## config.mk

```make
export PLATFORM = sky130hd
export DESIGN_NAME = lane_collector
export DESIGN_NICKNAME = d
export VERILOG_FILES = /design/src/verilog/isa_pkg.sv /design/src/verilog/lane_collector.sv
export SDC_FILE = /design/constraint.sdc
export NUM_CORES = 1
export LEC_CHECK = 0
export BUFFER_PORTS_ARGS = -buffer_cell sky130_fd_sc_hd__buf_2
export CORE_ASPECT_RATIO = 0.7
export CORE_UTILIZATION = 35
export CTS_BUF_LIST = sky130_fd_sc_hd__clkbuf_4 sky130_fd_sc_hd__clkbuf_8
export CTS_CLUSTER_DIAMETER = 30
export DETAILED_ROUTE_END_ITERATION = 6
export PLACE_DENSITY = 0.71
export SYNTH_ARGS = -nofsm -noshare
export SYNTH_HDL_FRONTEND = slang
export SYNTH_SLANG_ARGS = --single-unit
```

## constraint.sdc

```tcl
create_clock -name clk -period 1.03 [get_ports clk]
set_input_delay 0.103 -clock clk [delete_from_list [all_inputs] [get_ports clk]]
set_output_delay 0.103 -clock clk [all_outputs]
set_load 0.02 [all_outputs]
```

## src/verilog/isa_pkg.sv

```systemverilog
package isa_pkg;

    //////////////////////////////////////////////////
    // instruction encoding
    //////////////////////////////////////////////////

    typedef enum logic [3:0] {
        OP_ADD    = 4'h0,
        OP_SUB    = 4'h1,
        OP_AND    = 4'h2,
        OP_OR     = 4'h3,
        OP_XOR    = 4'h4,
        OP_ADDI   = 4'h5,
        OP_TID    = 4'h6,
        OP_SETLT  = 4'h7,
        OP_STORE  = 4'h8,
        OP_FINISH = 4'h9
    } opcode_t;

    // 8 registers per thread per warp
    typedef logic [2:0] reg_addr_t;

    // wide enough for up to 8 warps
    typedef logic [2:0] warp_id_t;

    // opcode in the top nibble, immediate in the low 15 bits
    typedef struct packed {
        opcode_t    opcode;
        reg_addr_t  rd;
        reg_addr_t  rs1;
        reg_addr_t  rs2;
        logic [3:0] rsvd;
        logic [14:0] imm;
    } instr_t;

    // broadcast to every lane and the mask collector
    typedef struct packed {
        logic        issue;
        warp_id_t    warp;
        opcode_t     alu;
        reg_addr_t   rd;
        reg_addr_t   rs1;
        reg_addr_t   rs2;
        logic [31:0] imm;
        logic        reg_we;
        logic        store_en;
        logic        mask_set;
    } lane_op_t;

endpackage

```

## src/verilog/lane_collector.sv

```systemverilog
module lane_collector #(
    parameter int WARPS   = 4,
    parameter int THREADS = 4
) (
    input  logic               clk,
    input  logic               reset,
    input  logic               start,
    input  isa_pkg::lane_op_t  op,
    input  logic [THREADS-1:0] cmp_bits,
    output logic [THREADS-1:0] mask_bits
);
    localparam int WW = (WARPS > 1) ? $clog2(WARPS) : 1;

    logic [WARPS-1:0][THREADS-1:0] masks;
    logic [WW-1:0]                 w;

    assign w         = op.warp[WW-1:0];
    assign mask_bits = masks[w];

    // all threads live at launch
    always_ff @(posedge clk or negedge reset) begin
        if (!reset) begin
            masks <= '1;
        end else if (start) begin
            masks <= '1;
        end else if (op.issue && op.mask_set) begin
            masks[w] <= cmp_bits;
        end
    end

    // masks only move on a launch or an issued SETLT
    assert property (@(posedge clk) disable iff (!reset)
        !start && !op.issue |=> $stable(masks));

endmodule

```

==> run summary <==
Status - finished, violations left
Failing checks - negative hold slack, negative setup slack
Flops & latches, synth - 16
Sw Ratio - 22.7%
Synth Instances - 65
Largest family of logic cells by synthesized area - multiplexers
CORE AREA - 2220 um2
Largest regs - masks x16
Hold-fix buffers, CTS - 0
CP Launch Type - flip-flop
Crit path DAT - 1.27 ns
Start point of the critical path - masks[15]
CP endpoint kind - output pin
Core Rows - 14
Sw Pwr - 0.273 mW
Drt first pass iters - 4
Crit Reg-Reg Endpoint - masks[11]
CTS tree - yes
Die footprint - 2640 um2
# Post-CTS Setup Buffers - 0
Global-route wire length before repair - 2500 um
Final WL - 1560 um
RSZ-0062 raised after global routing - true
Fin crit period - 1.38 ns
Die Y - 43.3 um
Critical path type - flip-flop to output pin
Slew Limit Fails - 0
Final hold vios - 11
Worst-margin pin slew - 0.373 ns
Gpl congestion - 0.704
I/O Buffers - 14
Fmax - 726 MHz
Register area share after synthesis - 49.3%
Vias per cell - 4.73
Clock root buffer - clkbuf_4
Clock skew - 0 ns
Synth Area in Adders - 0%
Max cap viols - 0
DPL Wire Length - 1130 um
R2R setup slack - 0.22 ns
Worst-path clk slew - 0.09 ns
Reg2Reg Launch Point - masks[11]
Nets - 142
Die X - 61.0 um
Post-Syn Nets - 124
Vias - 539
Initial antenna violation count - 0
Ys Warns - 0
H-tree Lvls - 1
Seq pwr share - 55.0%
Yosys cell types - 11
Top reg by flops - masks
Largest net degree at the start of global routing - 21
Post-Synth Simple-Gate Area - 15.6%
WL/cell - 13.6 um
Vias in the first global route - 548
Total Routing Usage GR - 13.5%
Layout area overhead - 17.9%
Worst Hold Class - primary input to asynchronous set/reset pin
GR Overflow Total - 0
Maximum buffer depth of the clock tree - 2
Largest register FFs - 16
Final WS setup - -0.347 ns
P_leak - 0.477 nW
Num ports - 63
Drt drc - 0
Hold slack - -0.0108 ns
Pwr Density - 1200 nW/um2
Multiplexer share of the synthesized area - 30.2%
Synthesized cell area - 852 um2
Fin crit share - 134%
Logic gate share of total power - 11.5%
Clock power frac - 33.5%
Antenna Nets Post-Route - 0
Ratio of cells with drive above 1 in the final layout - 53.7%
Initial DRC count - 19
Ant. Diodes - 0
Pint - 0.928 mW
Syn Area/Cell - 13.1 um2
CTS Buf Count - 3
Clk_lat worst skew - 0.27 ns
Synth Area in XOR/XNOR - 0%
CP endpoint - mask_bits[3]
Max-slew headroom - 75.2%
Final Setup Violations - 4
Clock Sinks - 16
CP Max Fanout - 2
Reg2reg path depth - 2
Initial Util - 38.3%
Max IR drop VDD - 0.832 mV
Fin util - 45.2%
Worst path required time - 0.93 ns
Post-synthesis compound-gate area fraction - 0%
## per-layer routing
layer	part of all wire (%)	vias up	track usage, %	routed length [um]
li1	-	263	-	-
met1	51	261	18.6	791
met2	44	15	20.7	678
met3	5.5	0	5.49	86
met4	0	0	1.36	0
met5	0	-	0	0
## synth_stat cells
cell type / n / area share, %
nand4b_2: 1 / 1.8
nand4b_4: 1 / 2.8
mux4_1: 2 / 6.2
buf_6: 3 / 4.0
nand4_1: 1 / 0.73
mux4_2: 2 / 5.3
mux2i_1: 16 / 19
dfstp_2: 16 / 49
nor2_1: 20 / 8.8
clkbuf_1: 2 / 0.88
and4bb_1: 1 / 1.5
## power groups by stage
stage               registers (mW)  clock network [mW]  logic (mW)
finish                       0.661               0.402       0.138
global route                 0.663               0.444       0.151
CTS                          0.661               0.420       0.140
detailed placement           0.670                   0       0.134
global placement             0.670                   0       0.129
floorplan                    0.668                   0      0.0848
## worst min path at each step
stage | endpoint | slack, ns | cells after the start
2_1_floorplan | masks[0] | -0.04 | 0
3_3_place_gp | masks[5] | 0.30 | 1
3_5_place_dp | masks[5] | 0.31 | 1
4_1_cts | masks[5] | 0.0006 | 1
5_1_grt | masks[5] | 0.01 | 1
6_report | masks[5] | -0.01 | 1
## repair_timing
item,CTS,global route
setup endpoints to repair,4,4
gates resized for setup,8,0
pin swaps,0,0
## logic make-up after synthesis
| logic type | count (synthesis) |
|---|---|
| flip-flops | 16 |
| buffers and inverters | 5 |
| AND/OR/NAND/NOR | 24 |
| multiplexers | 20 |
## metrics by stage
step	instance area (um2)	total power [mW]	TNS (ns)	worst slack (ns)	std cells
6_report	1000	1.20	-1.38	-0.347	114
2_1_floorplan	845	0.753	0	0.0543	65
3_3_place_gp	943	0.798	-0.347	-0.0967	110
5_1_grt	1000	1.26	-1.52	-0.385	114
4_1_cts	1000	1.22	-1.42	-0.357	114
3_5_place_dp	943	0.804	-0.398	-0.105	110
## layout by cell type (no fill, tap or decap)
| cell | count |
|---|---|
| and4bb_1 | 1 |
| buf_2 | 10 |
| buf_4 | 4 |
| buf_6 | 4 |
| clkbuf_4 | 3 |
| clkbuf_8 | 1 |
| dfstp_2 | 16 |
| mux2i_1 | 16 |
| mux4_2 | 4 |
| nand4_1 | 1 |
| nand4b_2 | 1 |
| nand4b_4 | 1 |
| nor2_1 | 20 |
## area by class of cell
class	instances	area, um2
clock buffer	4	36.3
sequential	16	420
tap	32	40.0
timing repair buffer	18	125
fill	224	1220
multi-input combinational	44	383
## critical path: stages (launching register included)
cell and delay [ns]:
dfstp_2 0.38, mux4_2 0.47, buf_6 0.15
No activity file was read; power rests on OpenSTA's default activity.
