**src/verilog/isa_pkg.sv**
```systemverilog
package isa_pkg;

    //////////////////////////////////////////////////
    // instruction encoding
    //////////////////////////////////////////////////

    typedef enum logic [3:0] {
        OP_ADD    = 4'h0,
        OP_SUB    = 4'h1,
        OP_AND    = 4'h2,
        OP_OR     = 4'h3,
        OP_XOR    = 4'h4,
        OP_ADDI   = 4'h5,
        OP_TID    = 4'h6,
        OP_SETLT  = 4'h7,
        OP_STORE  = 4'h8,
        OP_FINISH = 4'h9
    } opcode_t;

    // 8 registers per thread per warp
    typedef logic [2:0] reg_addr_t;

    // wide enough for up to 8 warps
    typedef logic [2:0] warp_id_t;

    // opcode in the top nibble, immediate in the low 15 bits
    typedef struct packed {
        opcode_t    opcode;
        reg_addr_t  rd;
        reg_addr_t  rs1;
        reg_addr_t  rs2;
        logic [3:0] rsvd;
        logic [14:0] imm;
    } instr_t;

    // broadcast to every lane and the mask collector
    typedef struct packed {
        logic        issue;
        warp_id_t    warp;
        opcode_t     alu;
        reg_addr_t   rd;
        reg_addr_t   rs1;
        reg_addr_t   rs2;
        logic [31:0] imm;
        logic        reg_we;
        logic        store_en;
        logic        mask_set;
    } lane_op_t;

endpackage

```
**src/verilog/core_pkg.sv**
```systemverilog
package core_pkg;

    //////////////////////////////////////////////////
    // widths
    //////////////////////////////////////////////////

    typedef logic [31:0] data_t;
    typedef logic [9:0]  imem_addr_t;
    typedef logic [11:0] dmem_addr_t;

    //////////////////////////////////////////////////
    // kernel launch and scheduling
    //////////////////////////////////////////////////

    typedef struct packed {
        logic [2:0] num_warps;
        imem_addr_t base_addr;
    } kernel_cfg_t;

    typedef enum logic [1:0] {
        SCHED_IDLE,
        SCHED_PICK,
        SCHED_FETCH,
        SCHED_EXEC
    } sched_state_t;

    // one per thread, valid is a single-cycle pulse
    typedef struct packed {
        logic       valid;
        dmem_addr_t addr;
        data_t      data;
    } store_req_t;

endpackage

```
**src/verilog/warp_scheduler.sv**
```systemverilog
module warp_scheduler #(
    parameter int WARPS = 4
) (
    input  logic                                           clk,
    input  logic                                           reset,
    input  logic                                           start,
    input  core_pkg::kernel_cfg_t                          cfg,
    input  logic                                           finish,
    output logic                                           done,
    output logic                                           imem_valid,
    output core_pkg::imem_addr_t                           imem_addr,
    input  logic                                           imem_ready,
    input  isa_pkg::instr_t                                imem_data,
    output isa_pkg::instr_t                                instr,
    output logic                                           exec,
    output logic [((WARPS > 1) ? $clog2(WARPS) : 1)-1:0]   warp
);
    import core_pkg::*;

    localparam int WW = (WARPS > 1) ? $clog2(WARPS) : 1;

    sched_state_t   state;
    imem_addr_t     pc [WARPS];
    logic [WARPS-1:0] warp_done;
    logic [WARPS-1:0] done_next;
    logic [WW-1:0]  next_warp;

    assign imem_valid = (state == SCHED_FETCH);
    assign imem_addr  = pc[warp];
    assign exec       = (state == SCHED_EXEC);

    // done flags including the instruction being issued now
    assign done_next = warp_done | (finish ? (WARPS'(1) << warp) : '0);

    // round robin, first live warp after the last one issued
    always_comb begin
        next_warp = warp;
        for (int i = WARPS; i >= 1; i--) begin
            if (!warp_done[(int'(warp) + i) % WARPS]) begin
                next_warp = WW'((int'(warp) + i) % WARPS);
            end
        end
    end

    //////////////////////////////////////////////////
    // control FSM
    //////////////////////////////////////////////////

    always_ff @(posedge clk or negedge reset) begin
        if (!reset) begin
            state     <= SCHED_IDLE;
            done      <= 1'b0;
            warp      <= '0;
            warp_done <= '1;
            for (int w = 0; w < WARPS; w++) begin
                pc[w] <= '0;
            end
        end else begin
            case (state)
                SCHED_IDLE: begin
                    if (start) begin
                        done <= (cfg.num_warps == 3'd0);
                        warp <= WW'(WARPS - 1);
                        for (int w = 0; w < WARPS; w++) begin
                            warp_done[w] <= (w >= int'(cfg.num_warps));
                            pc[w]        <= cfg.base_addr;
                        end
                        if (cfg.num_warps != 3'd0) begin
                            state <= SCHED_PICK;
                        end
                    end
                end
                SCHED_PICK: begin
                    warp  <= next_warp;
                    state <= SCHED_FETCH;
                end
                SCHED_FETCH: begin
                    // latency set by the memory
                    if (imem_ready) begin
                        state <= SCHED_EXEC;
                    end
                end
                SCHED_EXEC: begin
                    pc[warp]  <= pc[warp] + 1'b1;
                    warp_done <= done_next;
                    if (&done_next) begin
                        done  <= 1'b1;
                        state <= SCHED_IDLE;
                    end else begin
                        state <= SCHED_PICK;
                    end
                end
                default: state <= SCHED_IDLE;
            endcase
        end
    end

    // fetched word, held through exec
    always_ff @(posedge clk) begin
        if (state == SCHED_FETCH && imem_ready) begin
            instr <= imem_data;
        end
    end

    // request held until the memory answers
    assert property (@(posedge clk) disable iff (!reset)
        imem_valid && !imem_ready |=> imem_valid);

endmodule

```
**config.mk**
```make
export PLATFORM = sky130hd
export DESIGN_NAME = warp_scheduler
export DESIGN_NICKNAME = d
export VERILOG_FILES = /design/src/verilog/isa_pkg.sv /design/src/verilog/core_pkg.sv /design/src/verilog/warp_scheduler.sv
export SDC_FILE = /design/constraint.sdc
export NUM_CORES = 1
export LEC_CHECK = 0
export ABC_AREA = 1
export BUFFER_PORTS_ARGS = -buffer_cell sky130_fd_sc_hd__buf_2
export CAP_MARGIN = 20
export CORE_MARGIN = 3
export CORE_UTILIZATION = 30
export CTS_CLUSTER_SIZE = 16
export DETAILED_ROUTE_END_ITERATION = 8
export GPL_ROUTABILITY_DRIVEN = 0
export MAX_ROUTING_LAYER = met4
export PLACE_DENSITY = 0.46
export SKIP_LAST_GASP = 1
export SLEW_MARGIN = 20
export SYNTH_ARGS = -nofsm -noshare
export SYNTH_HDL_FRONTEND = slang
export SYNTH_SLANG_ARGS = --single-unit
export TNS_END_PERCENT = 20
```
**constraint.sdc**
```tcl
create_clock -name clk -period 2.8 [get_ports clk]
set_input_delay 0.14 -clock clk [delete_from_list [all_inputs] [get_ports clk]]
set_output_delay 0.14 -clock clk [all_outputs]
set_load 0.005 [all_outputs]
```
==> metrics.md <==
| Metric | Value |
|---|---|
| CTS sink count | 81 |
| Root Driver | clkbuf_16 |
| Overall routed net length | 12.7 mm |
| Hold path start | cfg[10] |
| Final Skew | about 4.7 ps |
| Grt ovf | 0 |
| Syn avg cell area | slightly below 9 µm² |
| Die Span Y | 127 µm |
| FF-to-FF End | pc[38]$_DFFE_PN0P_ |
| Critical Path Fanout Max | 19 |
| Fill cells | 1,455 |
| VDD IR max | ~0.38 mV |
| Clk Latency, worst-skew pair | 350 ps |
| Slew Limit Fails | 0 |
| Total power per unit cell area | 1290 nW/µm² |
| Placement row count | 43 |
| F_max | between 400 and 500 MHz |
| Startpoint Class | flop |
| Leak | 2.52 nW |
| Number of cells on the worst reg-to-reg path | 12 |
| Period utilization | 0.845 |
| H-tree Lvls | 3 |
| Core area | ~14,000 µm² |
| DRC | 0 |
| R2r setup slk | 430 ps |
| Ant diodes | 0 |
| Final min period | between 2000 and 2500 ps |
| Post-DRT Antenna Nets | 0 |
| # IOs | 97 |
| Vias in the first global route | ~3,800 |
| Effective utilization at floorplan | 0.312 |
| Global-route wire length before repair | between 20 and 25 mm |
| Placed wire-length estimate | 8.73 mm |
| Fin Setup TNS | 0 ps |
| RSZ-0062 raised after global routing | false |
| Tightest Hold Check Type | input pin to flop |
| Synthesized instance count | just over 500 |
| # Max-Cap Violations | 0 |
| Area delta synth->final | 28.0% |
| Syn nets | between 500 and 600 |
| I/O Buffers | 96 |
| Crit path kind | flop to flop |
| Vias per inst | around 4.7 |
| Final Hold Fails | 0 |
| Initial DRT Pass Iterations | 7 |
| TritonCTS clock tree | yes |
| Ys async rst share | 0.605 |
| CP required | ~3000 ps |
| Worst-Margin Slew | between 700 and 800 ps |
| Hold path depth | 4 |
| Worst slew margin | 0.515 |
| Post-DR wirelength/cell | between 15 and 20 µm |
| Status | completed |
| Final nets | 697 |
| Post-synthesis cell area | ~4400 µm² |
| Worst setup EP type | flop |
| Multi-input logic area | 1840 µm² |
| Max Buffers Root-to-Sink | 2 |
| Total GRT Usage | 0.167 |
| Post-synth EDFFs | 32 |
| RR Startpoint | warp[0]$_DFFE_PN0P_ |
| Hold-fix buffers, CTS | 33 |
| Sequential area share after synthesis | 0.497 |
| Register area | 2190 µm² |
| Ys flop type | dfrtp_1 |
| #FFs+latches synth | 81 |
| Largest net degree at the start of global routing | 38 |
| Fraction of layout cells with a size suffix above 1 | 0.278 |
| Cts repair resizes | 0 |
| CP arrival | about 2600 ps |
| Postcts setup bufs | 0 |
| Fin util | 0.399 |
| Initial antenna violation count | 0 |
| Hold Path Sink | warp_done[2]$_DFFE_PN1P_ |
| Die X | about 130 µm |
| Num CTS Buffers | 9 |
| Worst-path clk slew | about 70 ps |
| Via Count | around 3,800 |
| Die area | 16,200 µm² |
| YS warnings | 0 |
| Setup Viol. Count Final | 0 |
| Initial drt markers | 226 |
| Netlist cell types | 42 |
## synth_stat cells, types with 2 or more instances
library cell | number | share of area
a21oi_1 | 28 | 0.032
a21oi_2 | 4 | 0.0079
a21oi_4 | 5 | 0.018
a22oi_1 | 2 | 0.0034
a31oi_1 | 15 | 0.021
and3_1 | 2 | 0.0028
buf_12 | 2 | 0.0091
buf_2 | 3 | 0.0034
buf_4 | 3 | 0.0051
buf_6 | 5 | 0.013
clkinv_1 | 5 | 0.0043
dfrtp_1 | 45 | 0.26
dfstp_2 | 4 | 0.024
edfxtp_1 | 32 | 0.22
ha_1 | 9 | 0.026
inv_1 | 47 | 0.040
inv_2 | 4 | 0.0034
nand2_1 | 98 | 0.083
nand2_2 | 18 | 0.026
nand2_4 | 2 | 0.0051
nand3_1 | 30 | 0.034
nand3_2 | 8 | 0.018
nor2_1 | 83 | 0.071
nor2_2 | 3 | 0.0043
nor2_4 | 3 | 0.0077
o21ai_0 | 16 | 0.018
o21ai_1 | 10 | 0.011
o21ai_2 | 2 | 0.0040
or2_1 | 2 | 0.0028
## how the worst max path moves through the flow
stage                              from                  to  slack [ps]  cells past startpoint
finish              warp[0]$_DFFE_PN0P_  pc[38]$_DFFE_PN0P_         430                     12
CTS                 warp[0]$_DFFE_PN0P_  pc[34]$_DFFE_PN0P_         440                     11
floorplan           warp[0]$_DFFE_PN0P_  pc[38]$_DFFE_PN0P_         900                     14
global route        warp[0]$_DFFE_PN0P_   pc[8]$_DFFE_PN0P_         200                     13
global placement    warp[0]$_DFFE_PN0P_  pc[38]$_DFFE_PN0P_         520                     12
detailed placement  warp[0]$_DFFE_PN0P_  pc[34]$_DFFE_PN0P_         460                     11
## kinds of logic after synthesis
group / count (synthesis) / share of synthesized area
DFF: 81 / 0.497
xor gates and xnor gates: 1 / 0.00199
buffers and inverters: 72 / 0.0854
and+or+nand+nor: 253 / 0.263
adders and majority gates: 9 / 0.0255
AOI/OAI and AO/OA: 87 / 0.127
## routing by layer
metal / vias to the layer above / GRT usage / part of all wire
met4: 0 / 0.0492 / 0.012
li1: 1923 / - / -
met3: 12 / 0.0418 / 0.066
met2: 117 / 0.269 / 0.46
met5: - / - / 0
met1: 1778 / 0.209 / 0.46
## power breakdown
| part | leakage [nW] | internal [mW] | switching [mW] |
|---|---|---|---|
| registers | 0.847 | 1.74 | 0.261 |
| clock network | 0.129 | 0.608 | 0.524 |
| logic | 1.55 | 1.40 | 2.76 |
| total | 2.52 | 3.75 | 3.55 |
## critical path, cell delays in order (launching register included)
cell and delay, ps:
dfrtp_1 810, inv_8 170, nand2_2 110, nand3_2 60
nand2_2 130, ha_1 200, inv_1 80, nor2_4 130
nand2_2 100, nor2_4 110, nand3_1 140, nand3_1 120
a21oi_1 80
## cells in the final DEF (no fill, tap or decap), types with 18 or more instances in the layout
master,synthesis,final
nand3_1,30,30
buf_2,3,96
edfxtp_1,32,32
nand2_1,98,98
nand2_2,18,18
dfrtp_1,45,45
dlygate4sd3_1,0,33
inv_1,47,47
a21oi_1,28,28
nor2_1,83,83
## per-stage QoR
step | hold WS [ps] | power [mW] | worst slack (ps) | cells | cell area [µm²]
2_1_floorplan | -156 | 5.08 | 896 | 503 | 4410
3_3_place_gp | 46.9 | 6.14 | 516 | 774 | 5030
3_5_place_dp | 46.1 | 6.19 | 458 | 774 | 5030
4_1_cts | 59.0 | 7.38 | 436 | 823 | 5640
5_1_grt | 86.7 | 7.95 | 203 | 823 | 5640
6_report | 69.4 | 7.30 | 435 | 823 | 5640
## sequential cells by signal, summed over array words and instances (netlist names)
name       flops
pc            40
warp           2
state          2
done           1
instr         32
warp_done      4
## final cells by class
type,count,share of cell area
clock inverter,7,0.00953
timing repair buffer,138,0.156
multi-input combinational,350,0.326
inverter,58,0.0404
tap,180,0.0399
clock buffer,9,0.0399
sequential,81,0.388
No activity file was read; power rests on OpenSTA's default activity.
