File: src/verilog/isa_pkg.sv
package isa_pkg;

    //////////////////////////////////////////////////
    // instruction encoding
    //////////////////////////////////////////////////

    typedef enum logic [3:0] {
        OP_ADD    = 4'h0,
        OP_SUB    = 4'h1,
        OP_AND    = 4'h2,
        OP_OR     = 4'h3,
        OP_XOR    = 4'h4,
        OP_ADDI   = 4'h5,
        OP_TID    = 4'h6,
        OP_SETLT  = 4'h7,
        OP_STORE  = 4'h8,
        OP_FINISH = 4'h9
    } opcode_t;

    // 8 registers per thread per warp
    typedef logic [2:0] reg_addr_t;

    // wide enough for up to 8 warps
    typedef logic [2:0] warp_id_t;

    // opcode in the top nibble, immediate in the low 15 bits
    typedef struct packed {
        opcode_t    opcode;
        reg_addr_t  rd;
        reg_addr_t  rs1;
        reg_addr_t  rs2;
        logic [3:0] rsvd;
        logic [14:0] imm;
    } instr_t;

    // broadcast to every lane and the mask collector
    typedef struct packed {
        logic        issue;
        warp_id_t    warp;
        opcode_t     alu;
        reg_addr_t   rd;
        reg_addr_t   rs1;
        reg_addr_t   rs2;
        logic [31:0] imm;
        logic        reg_we;
        logic        store_en;
        logic        mask_set;
    } lane_op_t;

endpackage

File: src/verilog/core_pkg.sv
package core_pkg;

    //////////////////////////////////////////////////
    // widths
    //////////////////////////////////////////////////

    typedef logic [31:0] data_t;
    typedef logic [9:0]  imem_addr_t;
    typedef logic [11:0] dmem_addr_t;

    //////////////////////////////////////////////////
    // kernel launch and scheduling
    //////////////////////////////////////////////////

    typedef struct packed {
        logic [2:0] num_warps;
        imem_addr_t base_addr;
    } kernel_cfg_t;

    typedef enum logic [1:0] {
        SCHED_IDLE,
        SCHED_PICK,
        SCHED_FETCH,
        SCHED_EXEC
    } sched_state_t;

    // one per thread, valid is a single-cycle pulse
    typedef struct packed {
        logic       valid;
        dmem_addr_t addr;
        data_t      data;
    } store_req_t;

endpackage

File: src/verilog/thread_lane.sv
module thread_lane #(
    parameter int WARPS   = 4,
    parameter int THREADS = 4,
    parameter int LANE_ID = 0
) (
    input  logic                 clk,
    input  logic                 reset,
    input  isa_pkg::lane_op_t    op,
    input  logic                 mask_bit,
    output logic                 cmp_bit,
    output core_pkg::store_req_t store
);
    import isa_pkg::*;
    import core_pkg::*;

    localparam int WW = (WARPS > 1) ? $clog2(WARPS) : 1;

    data_t         regs [WARPS][8];
    logic [WW-1:0] w;
    data_t         a;
    data_t         b;
    data_t         result;
    logic          active;

    assign w      = op.warp[WW-1:0];
    assign active = op.issue && mask_bit;

    // r0 is hardwired to zero
    assign a = (op.rs1 == '0) ? '0 : regs[w][op.rs1];
    assign b = (op.rs2 == '0) ? '0 : regs[w][op.rs2];

    assign cmp_bit = ($signed(a) < $signed(b));

    //////////////////////////////////////////////////
    // ALU
    //////////////////////////////////////////////////

    always_comb begin
        case (op.alu)
            OP_ADD:   result = a + b;
            OP_SUB:   result = a - b;
            OP_AND:   result = a & b;
            OP_OR:    result = a | b;
            OP_XOR:   result = a ^ b;
            OP_ADDI:  result = a + op.imm;
            OP_TID:   result = data_t'(op.warp) * THREADS + LANE_ID;
            default:  result = a + b;
        endcase
    end

    always_ff @(posedge clk) begin
        if (active && op.reg_we && op.rd != '0) begin
            regs[w][op.rd] <= result;
        end
    end

    // store request registered one cycle after exec
    always_ff @(posedge clk or negedge reset) begin
        if (!reset) begin
            store <= '0;
        end else begin
            store.valid <= active && op.store_en;
            store.addr  <= result[11:0];
            store.data  <= b;
        end
    end

    // masked-off threads never store
    assert property (@(posedge clk) disable iff (!reset)
        store.valid |-> $past(op.issue && mask_bit));

endmodule

File: config.mk
export PLATFORM = sky130hd
export DESIGN_NAME = thread_lane
export DESIGN_NICKNAME = d
export VERILOG_FILES = /design/src/verilog/isa_pkg.sv /design/src/verilog/core_pkg.sv /design/src/verilog/thread_lane.sv
export SDC_FILE = /design/constraint.sdc
export NUM_CORES = 1
export LEC_CHECK = 0
export ABC_AREA = 1
export BUFFER_PORTS_ARGS = -buffer_cell sky130_fd_sc_hd__buf_2
export CAP_MARGIN = 5
export CORE_MARGIN = 2
export CORE_UTILIZATION = 39
export CTS_BUF_LIST = sky130_fd_sc_hd__clkbuf_16
export DETAILED_ROUTE_END_ITERATION = 6
export PLACE_DENSITY_LB_ADDON = 0.1
export SYNTH_ARGS = -nofsm -noshare
export SYNTH_HDL_FRONTEND = slang
export SYNTH_SLANG_ARGS = --single-unit
export TNS_END_PERCENT = 100
File: constraint.sdc
create_clock -name clk -period 9.07 [get_ports clk]
set_clock_uncertainty 0.05 [all_clocks]
set_input_delay 0.907 -clock clk [delete_from_list [all_inputs] [get_ports clk]]
set_output_delay 0.907 -clock clk [all_outputs]
set_load 0.1 [all_outputs]
==> results of run 1 <==
-- cells in the mapped netlist, types with 6 or more instances --
library cell | instances | area share (%)
buf_4 | 6 | 0.11
and2_1 | 17 | 0.25
nand2_2 | 6 | 0.089
o21a_1 | 8 | 0.14
inv_1 | 267 | 2.4
o21bai_1 | 6 | 0.11
xnor2_1 | 8 | 0.17
buf_2 | 47 | 0.56
xor2_1 | 15 | 0.31
a22oi_1 | 77 | 1.4
a221oi_2 | 7 | 0.25
inv_2 | 15 | 0.13
a31o_2 | 10 | 0.21
nand3_1 | 96 | 1.1
o221ai_1 | 60 | 1.2
a31oi_1 | 7 | 0.10
dfrtp_1 | 45 | 2.7
o21ai_1 | 41 | 0.48
or2_2 | 12 | 0.18
a221oi_1 | 192 | 4.0
buf_1 | 21 | 0.19
nand2_1 | 732 | 6.5
o21ai_0 | 134 | 1.6
nand4_1 | 13 | 0.19
ha_1 | 123 | 3.6
nor3_1 | 9 | 0.11
a21oi_1 | 111 | 1.3
clkbuf_1 | 84 | 0.74
a22o_1 | 121 | 2.5
edfxtp_1 | 896 | 64
o2111ai_1 | 12 | 0.25
o22ai_1 | 11 | 0.16
o211ai_1 | 32 | 0.57
buf_6 | 15 | 0.40
nor2_1 | 192 | 1.7
-- worst max path at each step --
stage                   end  slack (ns)  depth (start not counted)
global route        cmp_bit        0.56                         25
global placement    cmp_bit        1.17                         25
detailed placement  cmp_bit        1.14                         25
floorplan           cmp_bit        3.45                         29
CTS                 cmp_bit        1.13                         25
finish              cmp_bit        1.01                         25
-- power by group through the flow --
| stage | Combinational [mW] | Sequential [mW] | Clock, mW |
|---|---|---|---|
| after CTS | 2.16 | 5.24 | 4.04 |
| final | 2.18 | 5.24 | 3.98 |
| after global routing | 2.34 | 5.24 | 4.21 |
| after global placement | 2.11 | 5.33 | 0 |
| after detailed placement | 2.15 | 5.33 | 0 |
| after floorplan | 1.04 | 5.59 | 0 |
-- worst max-delay path: cells and delay by family --
family / cells / cell delay, ns
AOI/OAI and AO/OA: 5 / 1.62
adders and majority gates: 1 / 0.42
buffers and inverters: 8 / 1.96
and+or+nand+nor: 11 / 2.01
-- cell type report --
type,count,area [um2],area share (%)
Sequential cell,941,28030,58.23
Multi-Input combinational cell,2090,12640,26.25
Clock buffer,103,2577,5.354
Tap cell,1403,1755,3.646
Timing Repair Buffer,217,1479,3.072
Inverter,283,1072,2.227
Clock inverter,78,576.8,1.198
Antenna cell,4,10.01,0.02079
-- state kept, by name, indices dropped and copies added, names as in the netlist --
| name | flops |
|---|---|
| store | 45 |
| regs | 896 |
-- routing by layer --
metal	wire [um]	share of wire, %	GRT usage (%)	vias to the layer above
met2	73400	47	45.02	1470
met5	13	0.0084	0	-
met4	5649	3.6	10.21	2
li1	-	-	-	13230
met1	64030	41	36.68	15360
met3	12470	8.0	4.739	296
-- cells by family (layout without fill, tap and decap cells) --
| kind of cell | count (synthesis) | count (layout) | synth area share [%] |
|---|---|---|---|
| adder cells (fa/ha/maj) | 125 | 125 | 3.730 |
| XOR/XNOR | 23 | 23 | 0.4759 |
| buffers and inverters | 457 | 681 | 4.514 |
| other | 0 | 4 | 0 |
| flip-flops | 941 | 941 | 66.22 |
| AO/OA/AOI/OAI | 847 | 847 | 14.59 |
| AND/OR/NAND/NOR | 1095 | 1095 | 10.46 |
==> run_results.csv, run 1 <==
group,metric,value,unit
run_status,status,"finished clean",
drt,routed_wl,155600,um
timing,slew_headroom,21.86,%
timing,finalMaxSlewViolations,0,
drt,drc,0,
drt,viasPerCell,5.930,
worst_setup_path,reg2regPathDepth,27,
clock_network,postCtsSetupBuffers,0,
pwr,power_switching,3.434,mW
clock_network,path_clk_slew,0.06,ns
timing,fin_crit,8.056,ns
clock_network,hold_buffers,1,
clock_network,insertion_delay,0.69,ns
floorplan,die_x,333.5,um
clock_network,tritoncts,"built",
placed_design,gp_congestion,0.9414,
placed_design,dp.cells,4932,
pwr,power-per-cell-area,236.8,nW/um2
global_route,grt_pass1_vias,29620,
synthesis,syn_inst,3488,
synthesis,synth_area,42330,um2
drt,via_count,30360,
synthesis,synth_cell_types,52,
cells_and_area,layout_common_cells,"edfxtp_1, nand2_1, inv_1",
synthesis,yosys_warnings,0,
timing,hold_viol_final,0,
cells_and_area,area.growth.synth_to_final,13.73,%
synthesis,syn_avg_cell_area,12.14,um2
pwr,intPower,7.964,mW
pwr,leakage,17.95,nW
worst_setup_path,crit_path_start_kind,"input port",
synthesis,synth_nets,3668,
cells_and_area,final_common_cell,"edfxtp_1",
placed_design,postPlaceCellArea,44950,um2
timing,setup_tns,0,ns
cells_and_area,fin_nets,3813,
synthesis,synthFlopType,"edfxtp_1",
pwr,pwr-share-seq,45.9,%
worst_hold_path,hold_path_startpoint,"op[1]",
clock_network,cts_root_buffer,"clkbuf_16",
synthesis,synth_seq_area_share,66.22,%
worst_setup_path,r2r_start,"regs[3][32]",
worst_setup_path,crit_path_top_delay_cell,"a221oi_1",
pwr,switching_share,30.13,%
worst_setup_path,worstPathMaxFanout,63,
drt,first_pass_iters,6,
clock_network,cts_resized,0,
drt,final_antenna_net_count,0,
synthesis,async_flop_share,4.782,%
synthesis,synth_edf_count,896,
cells_and_area,nFillCells,9777,
worst_setup_path,criticalPathCategory,"input port to output pin",
floorplan,fp.coreArea,107400,um2
pwr,clockPowerShare,34.9,%
global_route,grtUsageTotal,27.50,%
clock_network,clock_path_buffers,3,
drt,wl_per_cell,30.39,um
synthesis,ys_seq_elements,941,
placed_design,dp_hpwl,95860,um
cells_and_area,instances_no_fill,5119,
timing,whs,0.4297,ns
timing,worst_slack,1.014,ns
timing,rsz0062_at_grt,"no",
cells_and_area,drive_gt1_share,12.02,%
floorplan,die_h,333.5,um
worst_setup_path,worst_path_largest_cell_delay,0.69,ns
worst_hold_path,hold_depth,2,
worst_hold_path,holdPathEnd,"store[44]",
worst_setup_path,cp.required,8.11,ns
clock_network,htree_levels,3,
pwr,ir_drop,0.1777,mV
drt,initialDrtViolationCount,3443,
pwr,power,11.40,mW
global_route,grt_start_max_net_pins,88,
worst_hold_path,hp-class,"input port to flip-flop",
timing,worst_pin_slew,1.168,ns
timing,fmaxAchievable,0.1241,GHz
clock_network,cts_made_buffers,100,
worst_setup_path,cp-startpoint,"op[49]",
timing,setup_viol,0,
worst_setup_path,rrSetupSlack,3.52,ns
cells_and_area,finish.instance_area,48140,um2
worst_setup_path,r2r-end,"regs[3][60]",
cells_and_area,fin_util,44.84,%
run,cap_viol_max_count,0,
global_route,antenna_found_initial,6,
worst_setup_path,path_common_cell,"nand2_1",
clock_network,cts_sinks,941,
timing,period_share,88.82,%
worst_setup_path,arrival,7.10,ns
global_route,grt_overflow,0,
placed_design,portBuffers,99,
global_route,grt_pass1_wl,218000,um
placed_design,post-place-ws,1.136,ns
worst_setup_path,critPathCaptureType,"output pin",
pwr,p_comb_share,19.1,%
floorplan,ios,101,
floorplan,die-area,111200,um2
floorplan,num_rows,120,
floorplan,start_util,39.43,%
(Power assumes the default switching activity.)
==> inputs of run 2 (changes only) <==
--- a/config.mk
+++ b/config.mk
@@ -5,7 +5,7 @@
 export SDC_FILE = /design/constraint.sdc
 export NUM_CORES = 1
 export LEC_CHECK = 0
-export ABC_AREA = 1
+export ABC_AREA = 0
 export BUFFER_PORTS_ARGS = -buffer_cell sky130_fd_sc_hd__buf_2
 export CAP_MARGIN = 5
 export CORE_MARGIN = 2
==> run 2 against run 1 <==
  * Register-to-register slack worse by 0.91 ns
  * Worst setup slack better by 0.064 ns
  * Design area up 1.6%
  * Maximum frequency up 0.80%
  * Non-clock buffer count down 7
  * Global-route usage down 2.9 points
  * Clock power up 2%
  * Final cell count down 18%
  * First-iteration DRC count down 18%
  * Highest routed layer unchanged
==> run_results.csv, run 2 <==
group,metric,value,unit
floorplan,ios,101,
timing,rsz0062_at_grt,"no",
drt,first_pass_iters,5,
cells_and_area,instances_no_fill,4178,
timing,slew_headroom,11.94,%
placed_design,dp_hpwl,81490,um
worst_hold_path,hp-class,"input port to async pin",
floorplan,num_rows,121,
drt,viasPerCell,5.975,
global_route,grtUsageTotal,24.63,%
global_route,antenna_found_initial,7,
cells_and_area,nFillCells,9421,
floorplan,die_x,335.2,um
synthesis,syn_inst,2493,
timing,fin_crit,7.992,ns
synthesis,synth_top_area_share,62.89,%
synthesis,async_flop_share,4.782,%
worst_setup_path,critPathCaptureType,"output pin",
drt,routed_wl,137900,um
run,cap_viol_max_count,0,
synthesis,ys_seq_elements,941,
cells_and_area,largest_reg_flops,896,
run_status,status,"finished clean",
synthesis,synth_cell_types,85,
global_route,grt_pass1_wl,193100,um
synthesis,syn_avg_cell_area,17.16,um2
synthesis,synthFlopType,"edfxtp_1",
placed_design,postPlaceCellArea,45690,um2
clock_network,htree_levels,3,
clock_network,hold_buffers,0,
synthesis,synth_nets,2673,
synthesis,synthSimpleGateAreaFrac,3.872,%
synthesis,synth_compound_area_share,6.835,%
worst_setup_path,worstPathMaxFanout,97,
floorplan,fp.coreArea,108900,um2
clock_network,cts_sinks,941,
drt,wl_per_cell,33.01,um
timing,worst_slack,1.078,ns
clock_network,cts_made_buffers,102,
clock_network,postCtsSetupBuffers,0,
pwr,ir_drop,0.1682,mV
synthesis,synth_top_family_by_area,"multiplexers",
floorplan,die_h,335.2,um
cells_and_area,area.growth.synth_to_final,14.38,%
global_route,grt_start_max_net_pins,98,
placed_design,gp_congestion,0.8697,
synthesis,yosys.area.top_type,"edfxtp_1",
pwr,leakage,16.76,nW
synthesis,synth_area,42780,um2
worst_setup_path,cp.required,8.11,ns
floorplan,start_util,39.30,%
synthesis,yosys_warnings,0,
timing,fmaxAchievable,0.1251,GHz
worst_setup_path,arrival,7.04,ns
synthesis,synth-xor-area-share,0.7546,%
placed_design,post-place-ws,1.056,ns
pwr,power-per-cell-area,230.2,nW/um2
pwr,power,11.26,mW
worst_setup_path,crit_path_start_kind,"input port",
synthesis,ys_top_cells_by_count,"edfxtp_1, mux4_2, nand2_1",
cells_and_area,layout_common_cells,"edfxtp_1, mux4_2, nand2_1",
drt,drc,0,
cells_and_area,final_common_cell,"edfxtp_1",
placed_design,dp.cells,3984,
cells_and_area,top_register,"regs",
global_route,grt_overflow,0,
cells_and_area,top_regs,"regs x896, store x45",
timing,worst_pin_slew,1.321,ns
drt,via_count,24960,
clock_network,cts_resized,0,
synthesis,synth_mux_area_share,17.04,%
timing,setup_viol,0,
drt,initialDrtViolationCount,2812,
drt,final_antenna_net_count,0,
cells_and_area,drive_gt1_share,27.83,%
clock_network,insertion_delay,0.70,ns
placed_design,portBuffers,99,
worst_setup_path,criticalPathCategory,"input port to output pin",
synthesis,synthAdderAreaFrac,3.691,%
clock_network,tritoncts,"built",
cells_and_area,finish.instance_area,48930,um2
timing,setup_tns,0,ns
timing,finalMaxSlewViolations,0,
floorplan,die-area,112400,um2
clock_network,path_clk_slew,0.06,ns
timing,hold_viol_final,0,
clock_network,clock_path_buffers,3,
timing,period_share,88.12,%
synthesis,synth_seq_area_share,65.53,%
synthesis,ys_top_cells_by_area,"edfxtp_1, mux4_2, ha_1, dfrtp_1, mux2_2",
cells_and_area,fin_nets,2854,
global_route,grt_pass1_vias,25270,
clock_network,cts_root_buffer,"clkbuf_16",
synthesis,synth_edf_count,896,
synthesis,yosysMostFrequentCell,"edfxtp_1",
==> run 2: changes by cell type after synthesis, sizes merged, moves of 26 or more <==
cell	previous run	this run
nand3	96	20
o21a	8	34
mux2	0	51
o21ai	180	109
nand2	738	149
mux4	0	288
a221oi	199	6
o221ai	60	7
a22oi	77	51
nor2	196	103
a22o	121	1
inv	282	100
buf	89	57
a21oi	111	84
==> run 2: path summary, 6_finish.rpt <==
path / startpoint / end / slack, ns / cells after the start
max in group asynchronous: reset / store[9] / 8.06 / 1
min reg2reg: regs[2][215] / store[23] / 0.94 / 4
max: op[49] / cmp_bit / 1.08 / 18
max reg2reg: regs[0][97] / regs[1][24] / 2.61 / 16
min: reset / store[33] / 0.28 / 1
min in group clk: mask_bit / store[44] / 0.41 / 2
==> run 2: power breakdown <==
| part | internal, mW | switching (mW) |
|---|---|---|
| combinational | 0.547 | 1.44 |
| sequential | 5.22 | 0.0176 |
| clock | 2.26 | 1.77 |
==> run 2: cells by family (layout without fill, tap and decap cells) <==
logic type / Yosys count / after routing
flip-flops: 941 / 941
other: 0 / 1
AND/OR/NAND/NOR: 369 / 369
adder cells (fa/ha/maj): 125 / 125
XOR/XNOR: 36 / 36
buffers and inverters: 235 / 505
multiplexers: 362 / 362
AO/OA/AOI/OAI: 425 / 425
==> run 2: metrics by stage <==
stage               hold WS (ns)  util [%]
floorplan                 0.5614         -
global placement          0.9034     41.98
detailed placement        0.9143     41.98
CTS                       0.2793     44.95
global route              0.3205     44.95
finish                    0.2762     44.95
==> run 2: cell type report <==
cell class | instances | area (um2) | share of cell area [%]
multi-input combinational | 1317 | 14080 | 28.78
clock inverter | 89 | 636.9 | 1.301
antenna | 1 | 2.502 | 0.005114
timing repair buffer | 210 | 1426 | 2.915
sequential | 941 | 28030 | 57.29
tap | 1414 | 1769 | 3.616
inverter | 102 | 382.9 | 0.7824
clock buffer | 104 | 2603 | 5.318
==> run 2: critical path, stage by stage <==
cell and delay [ns]:
buf_8 0.69, buf_4 0.47, mux4_2 0.39, mux4_2 0.51, nand2_1 0.09, o21a_1 0.27, inv_1 0.13, ha_1 0.27
o311a_1 0.37, o22a_1 0.31, a21oi_1 0.50, a21oi_1 0.21, nor3b_1 0.43, o31ai_1 0.18, a21oi_1 0.31, nor2_1 0.09
o22ai_1 0.25, buf_2 0.50
==> run 2: metal layers <==
layer	up-vias	track usage, %	share of wire, %
met3	182	3.500	5.8
li1	10410	-	-
met4	2	6.602	2.4
met5	-	0	0.0094
met1	13470	34.66	44
met2	897	40.23	48
