==> config.mk <==
export PLATFORM = sky130hd
export DESIGN_NAME = instr_decoder
export DESIGN_NICKNAME = d
export VERILOG_FILES = /design/src/verilog/isa_pkg.sv /design/src/verilog/instr_decoder.sv
export SDC_FILE = /design/constraint.sdc
export NUM_CORES = 1
export LEC_CHECK = 0
export ABC_AREA = 1
export ABC_CLOCK_PERIOD_IN_PS = 800
export BUFFER_PORTS_ARGS = -buffer_cell sky130_fd_sc_hd__buf_2
export CAP_MARGIN = 20
export CORE_ASPECT_RATIO = 0.9
export CORE_UTILIZATION = 23
export DETAILED_ROUTE_END_ITERATION = 7
export GPL_TIMING_DRIVEN = 0
export PLACE_DENSITY = 0.8
export SETUP_SLACK_MARGIN = 0.2
export SKIP_LAST_GASP = 1
export SYNTH_ARGS = -nofsm -noshare
export SYNTH_HDL_FRONTEND = slang
export SYNTH_SLANG_ARGS = --single-unit
==> constraint.sdc <==
create_clock -name vclk -period 0.8
set_input_delay 0.16 -clock vclk [all_inputs]
set_output_delay 0.16 -clock vclk [all_outputs]
set_load 0.03 [all_outputs]
==> src/verilog/isa_pkg.sv <==
package isa_pkg;

    //////////////////////////////////////////////////
    // instruction encoding
    //////////////////////////////////////////////////

    typedef enum logic [3:0] {
        OP_ADD    = 4'h0,
        OP_SUB    = 4'h1,
        OP_AND    = 4'h2,
        OP_OR     = 4'h3,
        OP_XOR    = 4'h4,
        OP_ADDI   = 4'h5,
        OP_TID    = 4'h6,
        OP_SETLT  = 4'h7,
        OP_STORE  = 4'h8,
        OP_FINISH = 4'h9
    } opcode_t;

    // 8 registers per thread per warp
    typedef logic [2:0] reg_addr_t;

    // wide enough for up to 8 warps
    typedef logic [2:0] warp_id_t;

    // opcode in the top nibble, immediate in the low 15 bits
    typedef struct packed {
        opcode_t    opcode;
        reg_addr_t  rd;
        reg_addr_t  rs1;
        reg_addr_t  rs2;
        logic [3:0] rsvd;
        logic [14:0] imm;
    } instr_t;

    // broadcast to every lane and the mask collector
    typedef struct packed {
        logic        issue;
        warp_id_t    warp;
        opcode_t     alu;
        reg_addr_t   rd;
        reg_addr_t   rs1;
        reg_addr_t   rs2;
        logic [31:0] imm;
        logic        reg_we;
        logic        store_en;
        logic        mask_set;
    } lane_op_t;

endpackage

==> src/verilog/instr_decoder.sv <==
module instr_decoder #(
    parameter int WARPS = 4
) (
    input  isa_pkg::instr_t                                instr,
    input  logic                                           exec,
    input  logic [((WARPS > 1) ? $clog2(WARPS) : 1)-1:0]   warp,
    output isa_pkg::lane_op_t                              op,
    output logic                                           finish
);
    import isa_pkg::*;

    assign finish = (instr.opcode == OP_FINISH);

    always_comb begin
        op        = '0;
        op.issue  = exec;
        op.warp   = warp_id_t'(warp);
        op.rd     = instr.rd;
        op.rs1    = instr.rs1;
        op.rs2    = instr.rs2;
        op.imm    = {{17{instr.imm[14]}}, instr.imm};
        op.alu    = OP_ADD;
        case (instr.opcode)
            OP_ADD, OP_SUB, OP_AND, OP_OR, OP_XOR, OP_ADDI, OP_TID: begin
                op.alu    = instr.opcode;
                op.reg_we = 1'b1;
            end
            OP_SETLT: begin
                op.alu      = OP_SETLT;
                op.mask_set = 1'b1;
            end
            // address comes from the immediate adder
            OP_STORE: begin
                op.alu      = OP_ADDI;
                op.store_en = 1'b1;
            end
            default: begin
                op.alu = OP_ADD;
            end
        endcase
    end

endmodule

==> metrics.md, run 1 <==
| Metric | Value |
|---|---|
| Final wirelength | `1230 um` |
| Total number of vias | `~530` |
| Row cnt | `14` |
| CP peak stage delay | `roughly 0.12 ns` |
| Die W | `around 48 um` |
| Register Area | `0 um^2` |
| Layout cells sized above 1 | `~93%` |
| NetSw | `just over 400 uW` |
| P&R area growth vs syn | `114%` |
| Seq pwr share | `0%` |
| Power density over cell area | `793 mW/mm^2` |
| Yosys top cell area share | `80.5%` |
| Arr. time, crit path | `approximately 0.70 ns` |
| Count leader, synth | `buf_4` |
| Final Worst Setup Slack | `-0.0565 ns` |
| Worst path top cell family by delay | `simple AND/OR/NAND/NOR gates` |
| First-pass iteration count of the detailed router | `2` |
| Buf/Inv on CP | `2` |
| Sw Share | `between 50% and 60%` |
| Drt wl/cell | `~8.5 um` |
| IO buf count | `55` |
| # clk buffers | `0` |
| Top cells by count, synth | `buf_4 (46), nand2_1 (6), inv_1 (4)` |
| Total gr overflow | `0` |
| Comb pwr share | `100.0%` |
| Yosys top cell by area | `buf_4` |
| Adder-cell share of the synthesized area | `0%` |
| Core box area | `roughly 0.0017 mm^2` |
| Initial antenna violation count | `0` |
| Post-Syn Area per Cell | `6.60 um^2` |
| I/O pin count | `88` |
| Final Power | `728 uW` |
| Leak | `between 0.0005 and 0.0006 uW` |
| Post-synthesis compound-gate area fraction | `0%` |
| Initial Utilization | `about a quarter` |
| Maxcap violations | `0` |
| Placed insts | `145` |
| Nets@finish | `159` |
| Mux cell area share after synthesis | `0%` |
| Failing checks | `setup timing` |
| Number of sequential cells | `0` |
| Mapped Cells | `65` |
| Fin cells | `146` |
| Xor/xnor share of the synthesized area | `0%` |
| Iter 0 DRT Violations | `1` |
| Tmin final | `roughly 0.86 ns` |
| Main combinational cell family by area after synthesis | `buffers and inverters` |
| Synth unique cells | `9` |
| Synth Warn # | `0` |
| Die H | `around 43 um` |
| Type of origin of the critical path | `input pin` |
| Vias in the first global route | `roughly 430` |
| Mapped Area | `between 400 and 500 um^2` |
| Post-route ant nets | `0` |
| Final hold violations | `0` |
| Final Setup Violations | `6` |
| VDD IR max | `about 440 uV` |
| Clk network pwr share | `0%` |
| Overall Global Routing Usage | `between 10 and 15%` |
| Detailed placement HPWL | `between 900 and 1000 um` |
| Die ar. | `0.00204 mm^2` |
| Crit path kind | `input pin to output pin` |
| Hold Crit Class | `input pin to output pin` |
| GPL Wtd Cong | `just under 0.6` |
| Slowest-stage cell, CP | `nand3_4` |
| First-pass GRT wire length | `between 1500 and 2000 um` |
| Highest clock rate | `~1.2 GHz` |
| Synth Area in Simple Gates | `14.3%` |
| RSZ-0062 raised after global routing | `yes` |
| Antenna cell count | `0` |
| Worst EP required | `around 0.64 ns` |
| Hold_ws | `about 0.54 ns` |
| Slew Viols, Final | `0` |
| Largest net degree at the start of global routing | `19` |
| Status | `finished with violations` |
| Post-synthesis sequential area ratio | `0%` |
| Vias per cell | `~3.6` |
| Top cells by area, synth | `buf_4 (80%), nand2_1 (5.2%), nand3_1 (3.5%)` |
| Crit path cell chain | `buf_8 -> nor2_4 -> nand3_4 -> nand2_4 -> buf_6` |
| Internal Power | `315 uW` |
| DRC viols | `0` |
| CP Max Fanout | `5` |
| CP endpoint kind | `output pin` |
| Tcrit/Tclk final | `107%` |
per-stage QoR:
step	TNS, ns	util (%)	cell area, um^2	setup WS, ns
after floorplan	0	-	493	0.131
after global placement	-1.02	46.5	798	-0.189
after detailed placement	-1.12	46.5	798	-0.207
after CTS	-0.292	52.0	893	-0.0915
after global routing	-0.410	53.5	918	-0.0820
final	-0.242	53.5	918	-0.0565
routing by layer:
metal | vias to the layer above | GRT usage, % | share of wire [%]
li1 | 263 | - | -
met1 | 222 | 7.59 | 25
met2 | 42 | 24.9 | 62
met3 | 0 | 0 | 13
met4 | 0 | 0 | 0
met5 | - | 0 | 0
final cells by class:
type	instances	area, um^2
fill	153	798
timing repair buffer	56	385
buffer	46	345
multi-input combinational	15	121
inverter	5	36.3
tap	24	30.0
power groups by stage:
stage | Clock (uW) | Combinational (uW) | Sequential, uW
after global routing | 0 | 762 | 0
after floorplan | 0 | 514 | 0
final | 0 | 728 | 0
after detailed placement | 0 | 659 | 0
after global placement | 0 | 652 | 0
after CTS | 0 | 712 | 0
final timing paths:
| path | start | end | slack [ns] | cells after the start |
|---|---|---|---|---|
| hold / removal | warp[0] | op[48] | 0.54 | 2 |
| setup / recovery | instr[28] | op[44] | -0.06 | 5 |
kinds of logic (layout without fill, tap and decap cells):
group | after synthesis | after routing
buffers and inverters | 51 | 107
other | 1 | 2
AND/OR/NAND/NOR | 13 | 13
placed cells by master (no fill, tap or decap), drive strengths merged:
cell,n
nand2,6
conb,2
nand3,4
inv,5
buf,102
nor2,2
nand4,1
what timing repair did:
item	4_1_cts	5_1_grt
hold buffers	0	0
gates resized for setup	26	20
endpoints found under the setup margin	7	17
pin swaps	7	3
buffers inserted	1	0
Power figures use the tool's default switching activity.
==> run 2: changes to the inputs <==
--- a/config.mk
+++ b/config.mk
@@ -5,15 +5,13 @@
 export SDC_FILE = /design/constraint.sdc
 export NUM_CORES = 1
 export LEC_CHECK = 0
-export ABC_AREA = 1
 export ABC_CLOCK_PERIOD_IN_PS = 800
 export BUFFER_PORTS_ARGS = -buffer_cell sky130_fd_sc_hd__buf_2
 export CAP_MARGIN = 20
 export CORE_ASPECT_RATIO = 0.9
 export CORE_UTILIZATION = 23
 export DETAILED_ROUTE_END_ITERATION = 7
-export GPL_TIMING_DRIVEN = 0
-export PLACE_DENSITY = 0.8
+export PLACE_DENSITY = 0.81
 export SETUP_SLACK_MARGIN = 0.2
 export SKIP_LAST_GASP = 1
 export SYNTH_ARGS = -nofsm -noshare
==> run 2 against run 1 <==
Effect of this change: the run still ends with setup timing left; die area fell by 3.3%; utilization fell by 33 points; setup slack got worse by 0.36 ns; largest power group unchanged.
==> metrics.md, run 2 <==
| Metric | Value |
|---|---|
| Status | `finished with violations` |
| Failing checks | `setup timing` |
| Fin cells | `56` |
| Final Setup Violations | `7` |
| NetSw | `approximately 96 uW` |
| Final wirelength | `around 580 um` |
| Maxcap violations | `0` |
| Die ar. | `0.00197 mm^2` |
| Tmin final | `around 1.2 ns` |
| I/O pin count | `~90` |
| Leak | `between 0.00015 and 0.0002 uW` |
| Count leader, synth | `buf_4` |
| Post-Syn Area per Cell | `approximately 7.3 um^2` |
| Arr. time, crit path | `between 1 and 1.5 ns` |
| Mapped Cells | `57` |
| Highest clock rate | `0.824 GHz` |
| Post-place instance area | `about 230 um^2` |
| Final hold violations | `0` |
| Type of origin of the critical path | `input pin` |
| Top cells by count, synth | `buf_4 (46), inv_1 (3), o21ai_0 (2)` |
| Final Worst Setup Slack | `-0.414 ns` |
| Mapped Area | `between 400 and 500 um^2` |
| Layout cells sized above 1 | `between 90% and 100%` |
| Hold Crit Class | `input pin to output pin` |
| Vias in the first global route | `approximately 220` |
| Number of sequential cells | `0` |
| P&R area growth vs syn | `-17.5%` |
| Row cnt | `14` |
| Sw Share | `48.7%` |
| Iter 0 DRT Violations | `1` |
| Internal Power | `between 100 and 150 uW` |
| First-pass GRT wire length | `between 800 and 900 um` |
| Seq pwr share | `0%` |
| Synth unique cells | `9` |
| Synth Warn # | `0` |
| Total gr overflow | `0` |
| Number of fill cells | `190` |
| Total number of vias | `199` |
| CP endpoint kind | `output pin` |
| Drt wl/cell | `slightly above 10 um` |
| Initial Utilization | `between 20% and 30%` |
| Slew Viols, Final | `0` |
| Clk network pwr share | `0%` |
| Tcrit/Tclk final | `152%` |
| Post-synthesis sequential area ratio | `0%` |
| Yosys top cell by area | `buf_4` |
| Top cells by area, synth | `buf_4 (83%), or4b_4 (3.3%), inv_1 (2.7%)` |
| Detailed placement HPWL | `approximately 410 um` |
| Largest net degree at the start of global routing | `19` |
| Register Area | `0 um^2` |
| GPL Wtd Cong | `0.707` |
| # clk buffers | `0` |
| Final Power | `198 uW` |
| WHS Path Cells | `0` |
| Finished Core Util | `around a fifth` |
| Power density over cell area | `580 mW/mm^2` |
| HP Start | `warp[0]` |
| IO buf count | `11` |
| VDD IR max | `164 uV` |
| DRC viols | `0` |
| Initial antenna violation count | `0` |
| First-pass iteration count of the detailed router | `4` |
| Worst EP required | `between 0.6 and 0.7 ns` |
| Post-route ant nets | `0` |
| Die H | `~42 um` |
| Crit path kind | `input pin to output pin` |
| Core box area | `roughly 0.0017 mm^2` |
| RSZ-0062 raised after global routing | `yes` |
| Antenna cell count | `0` |
| Commonest non-fill, non-tap cell in the layout | `buf_6` |
| Vias per cell | `between 3 and 4` |
| Placed insts | `52` |
| Design Area, Final | `342 um^2` |
| Comb pwr share | `between 90% and 100%` |
| Area of the multi-input gates | `96.3 um^2` |
| Hold Path End | `op[48]` |
| Most frequent cells in the layout | `buf_6 (14), buf_4 (5), o21ai_2 (2), conb_1 (2)` |
| Die W | `approximately 47 um` |
| Hold_ws | `0.320 ns` |
| Overall Global Routing Usage | `about 5.8%` |
| Nets@finish | `just under 70` |
| Yosys top cell area share | `roughly 83%` |
| CP Max Fanout | `3` |
[run 2: repair_timing]
action	4_1_cts	5_1_grt
endpoints found under the setup margin	7	7
hold buffers	0	0
cloned	0	0
buffers inserted	3	1
gates resized for setup	21	1
pin swaps	3	0
[run 2: how the worst max path moves through the flow]
stage / end / startpoint / slack (ns)
floorplan: op[44] / instr[29] / -0.25
global placement: op[46] / instr[29] / -0.47
detailed placement: op[46] / instr[29] / -0.48
CTS: op[46] / instr[30] / -0.42
global route: op[46] / instr[30] / -0.43
finish: op[46] / instr[30] / -0.41
[run 2: cell families after synthesis]
kind of cell,after synthesis,synth area share (%)
other,1,0.905
AO/OA/AOI/OAI,3,3.93
AND/OR/NAND/NOR,4,9.06
buffers and inverters,49,86.1
[run 2: cell type report]
class                           instances  share of cell area [%]
Multi-Input combinational cell          9                    28.2
Tap cell                               24                    8.79
Inverter                                3                    4.40
Timing Repair Buffer                   20                    58.6
[run 2: through the flow]
stage / TNS (ns) / setup WS, ns
after floorplan: -1.03 / -0.255
after global placement: -2.36 / -0.473
after detailed placement: -2.39 / -0.484
after CTS: -1.88 / -0.416
after global routing: -2.16 / -0.426
final: -2.01 / -0.414
[run 2: power groups by stage]
| stage | sequential (uW) | combinational, uW | clock, uW |
|---|---|---|---|
| after CTS | 0 | 191 | 0 |
| after global placement | 0 | 137 | 0 |
| after floorplan | 0 | 496 | 0 |
| after detailed placement | 0 | 140 | 0 |
| final | 0 | 198 | 0 |
| after global routing | 0 | 209 | 0 |
[run 2: critical path, cell delays in order]
cell     delay, ns
buf_6         0.09
or4b_4        0.57
o21ai_2       0.09
buf_6         0.14
[run 2: metal layers]
layer / global-route usage, % / wire length [um] / up-vias
li1: - / - / 79
met1: 3.12 / 146 / 97
met2: 11.7 / 347 / 21
met3: 4.74 / 82 / 2
met4: 1.71 / 6 / 0
met5: 0 / 0 / -
==> run 3: changes to the inputs <==
--- a/config.mk
+++ b/config.mk
@@ -12,8 +12,10 @@
 export CORE_UTILIZATION = 23
 export DETAILED_ROUTE_END_ITERATION = 7
 export PLACE_DENSITY = 0.81
+export RECOVER_POWER = 100
 export SETUP_SLACK_MARGIN = 0.2
 export SKIP_LAST_GASP = 1
 export SYNTH_ARGS = -nofsm -noshare
 export SYNTH_HDL_FRONTEND = slang
 export SYNTH_SLANG_ARGS = --single-unit
+export TNS_END_PERCENT = 10
==> run 3 against run 2 <==
Effect of this change: the run still ends with setup timing left; final cell count shrank 11%; critical path depth unchanged; via count shrank 12%; global-route usage fell by 0.93 points; non-clock buffer count decreased by 6; fmax down 1.0%; utilization fell by 6.9 points; first-iteration DRC count shrank 100%; total power down 32%; setup slack got worse by 0.013 ns; cell area decreased by 34%; clock-buffer cell count unchanged.
==> metrics.md, run 3 (synthesis results as in run 2) <==
| Metric | Value |
|---|---|
| Status | `finished with violations` |
| Failing checks | `setup timing` |
| Power density over cell area | `about 600 mW/mm^2` |
| Leak | `0.000114 uW` |
| Arr. time, crit path | `about 1.1 ns` |
| Maxcap violations | `0` |
| Top layer in use | `met4` |
| Crit path kind | `input pin to output pin` |
| First-pass iteration count of the detailed router | `1` |
| Final Worst Setup Slack | `-0.426 ns` |
| Number of sequential cells | `0` |
| Total gr overflow | `0` |
| Nets@finish | `63` |
| Core box area | `approximately 0.0017 mm^2` |
| Design Area, Final | `between 200 and 250 um^2` |
| Commonest non-fill, non-tap cell in the layout | `buf_2` |
| Iter 0 DRT Violations | `0` |
| Metal2 WL | `roughly 220 um` |
| Slew Viols, Final | `0` |
| Initial antenna violation count | `0` |
| Drt wl/cell | `9.84 um` |
| Die W | `46.7 um` |
| Post-route ant nets | `0` |
| Layout cells sized above 1 | `roughly three quarters` |
| Final wirelength | `between 400 and 500 um` |
| GPL Wtd Cong | `0.462` |
| Total number of vias | `around 180` |
| First-pass GRT wire length | `~740 um` |
| Vias in the first global route | `158` |
| Overall Global Routing Usage | `between 4 and 5%` |
| Initial Utilization | `around a quarter` |
| Worst EP required | `about 0.64 ns` |
| Row cnt | `14` |
| HP Start | `instr[20]` |
| Die H | `42.3 um` |
| Finished Core Util | `between 10% and 20%` |
| Final Setup Violations | `7` |
| Hold Crit Class | `input pin to output pin` |
| Vias per cell | `3.52` |
| Type of origin of the critical path | `input pin` |
| VDD IR max | `110 uV` |
| Register Area | `0 um^2` |
| Post-place instance area | `about 200 um^2` |
| Antenna cell count | `0` |
| Largest net degree at the start of global routing | `19` |
| Setup Slack @ Placement | `-0.506 ns` |
| CP endpoint kind | `output pin` |
| Hold Buf Count CTS | `0` |
| Final hold violations | `0` |
| Number of fill cells | `200` |
| Tcrit/Tclk final | `153%` |
| IO buf count | `11` |
| DRC viols | `0` |
| I/O pin count | `slightly below 90` |
| RSZ-0062 raised after global routing | `yes` |
| # clk buffers | `0` |
| Detailed placement HPWL | `~400 um` |
| Post-CTS Setup Repair Bufs | `0` |
| Met1 wire length | `between 100 and 150 um` |
| WHS Path Cells | `0` |
| Met3 Wirelength | `129 um` |
| Tmin final | `1.23 ns` |
| Die ar. | `slightly below 0.002 mm^2` |
| Most frequent cells in the layout | `buf_2 (6), buf_6 (4), buf_4 (4)` |
| CP Max Fanout | `3` |
| Hold Path End | `op[36]` |
| Highest clock rate | `between 0.8 and 0.9 GHz` |
| P&R area growth vs syn | `-45.6%` |
[run 3: power by group]
group	switching [uW]	internal (uW)	total [uW]
clock network	0	0	0
logic	78.8	55.8	135
registers	0	0	0
total	78.8	55.8	135
[run 3: layout make-up]
type,instances,area [um^2],area share (%)
Inverter,3,15.0,6.67
Multi-Input combinational cell,9,75.1,33.3
Tap cell,24,30.0,13.3
Timing Repair Buffer,14,105,46.7
[run 3: metal layers]
layer / vias to the layer above / global-route usage, %
li1: 67 / -
met1: 77 / 2.60
met2: 26 / 7.22
met3: 6 / 6.03
met4: 0 / 4.00
met5: - / 0
[run 3: worst max path at each step]
stage | start | slack [ns] | to
after global placement | instr[29] | -0.48 | op[46]
after detailed placement | instr[29] | -0.51 | op[46]
final | instr[30] | -0.43 | op[46]
after floorplan | instr[29] | -0.25 | op[44]
after CTS | instr[30] | -0.42 | op[46]
after global routing | instr[30] | -0.44 | op[46]
[run 3: through the flow]
stage	power (uW)	hold WS, ns	setup TNS [ns]	cells
2_1_floorplan	490	0.390	-1.22	58
3_3_place_gp	117	0.320	-2.23	50
3_5_place_dp	119	0.320	-2.29	50
4_1_cts	136	0.320	-2.03	50
5_1_grt	145	0.320	-2.18	50
6_report	135	0.320	-2.00	50
[run 3: critical path: stages]
cell,delay (ns)
buf_6,0.09
or4b_4,0.57
o21ai_2,0.09
buf_6,0.15
[run 3: what timing repair did]
action | in CTS | in global routing
gates resized for setup | 7 | 0
pin swaps | 1 | 0
setup endpoints to repair | 7 | 7
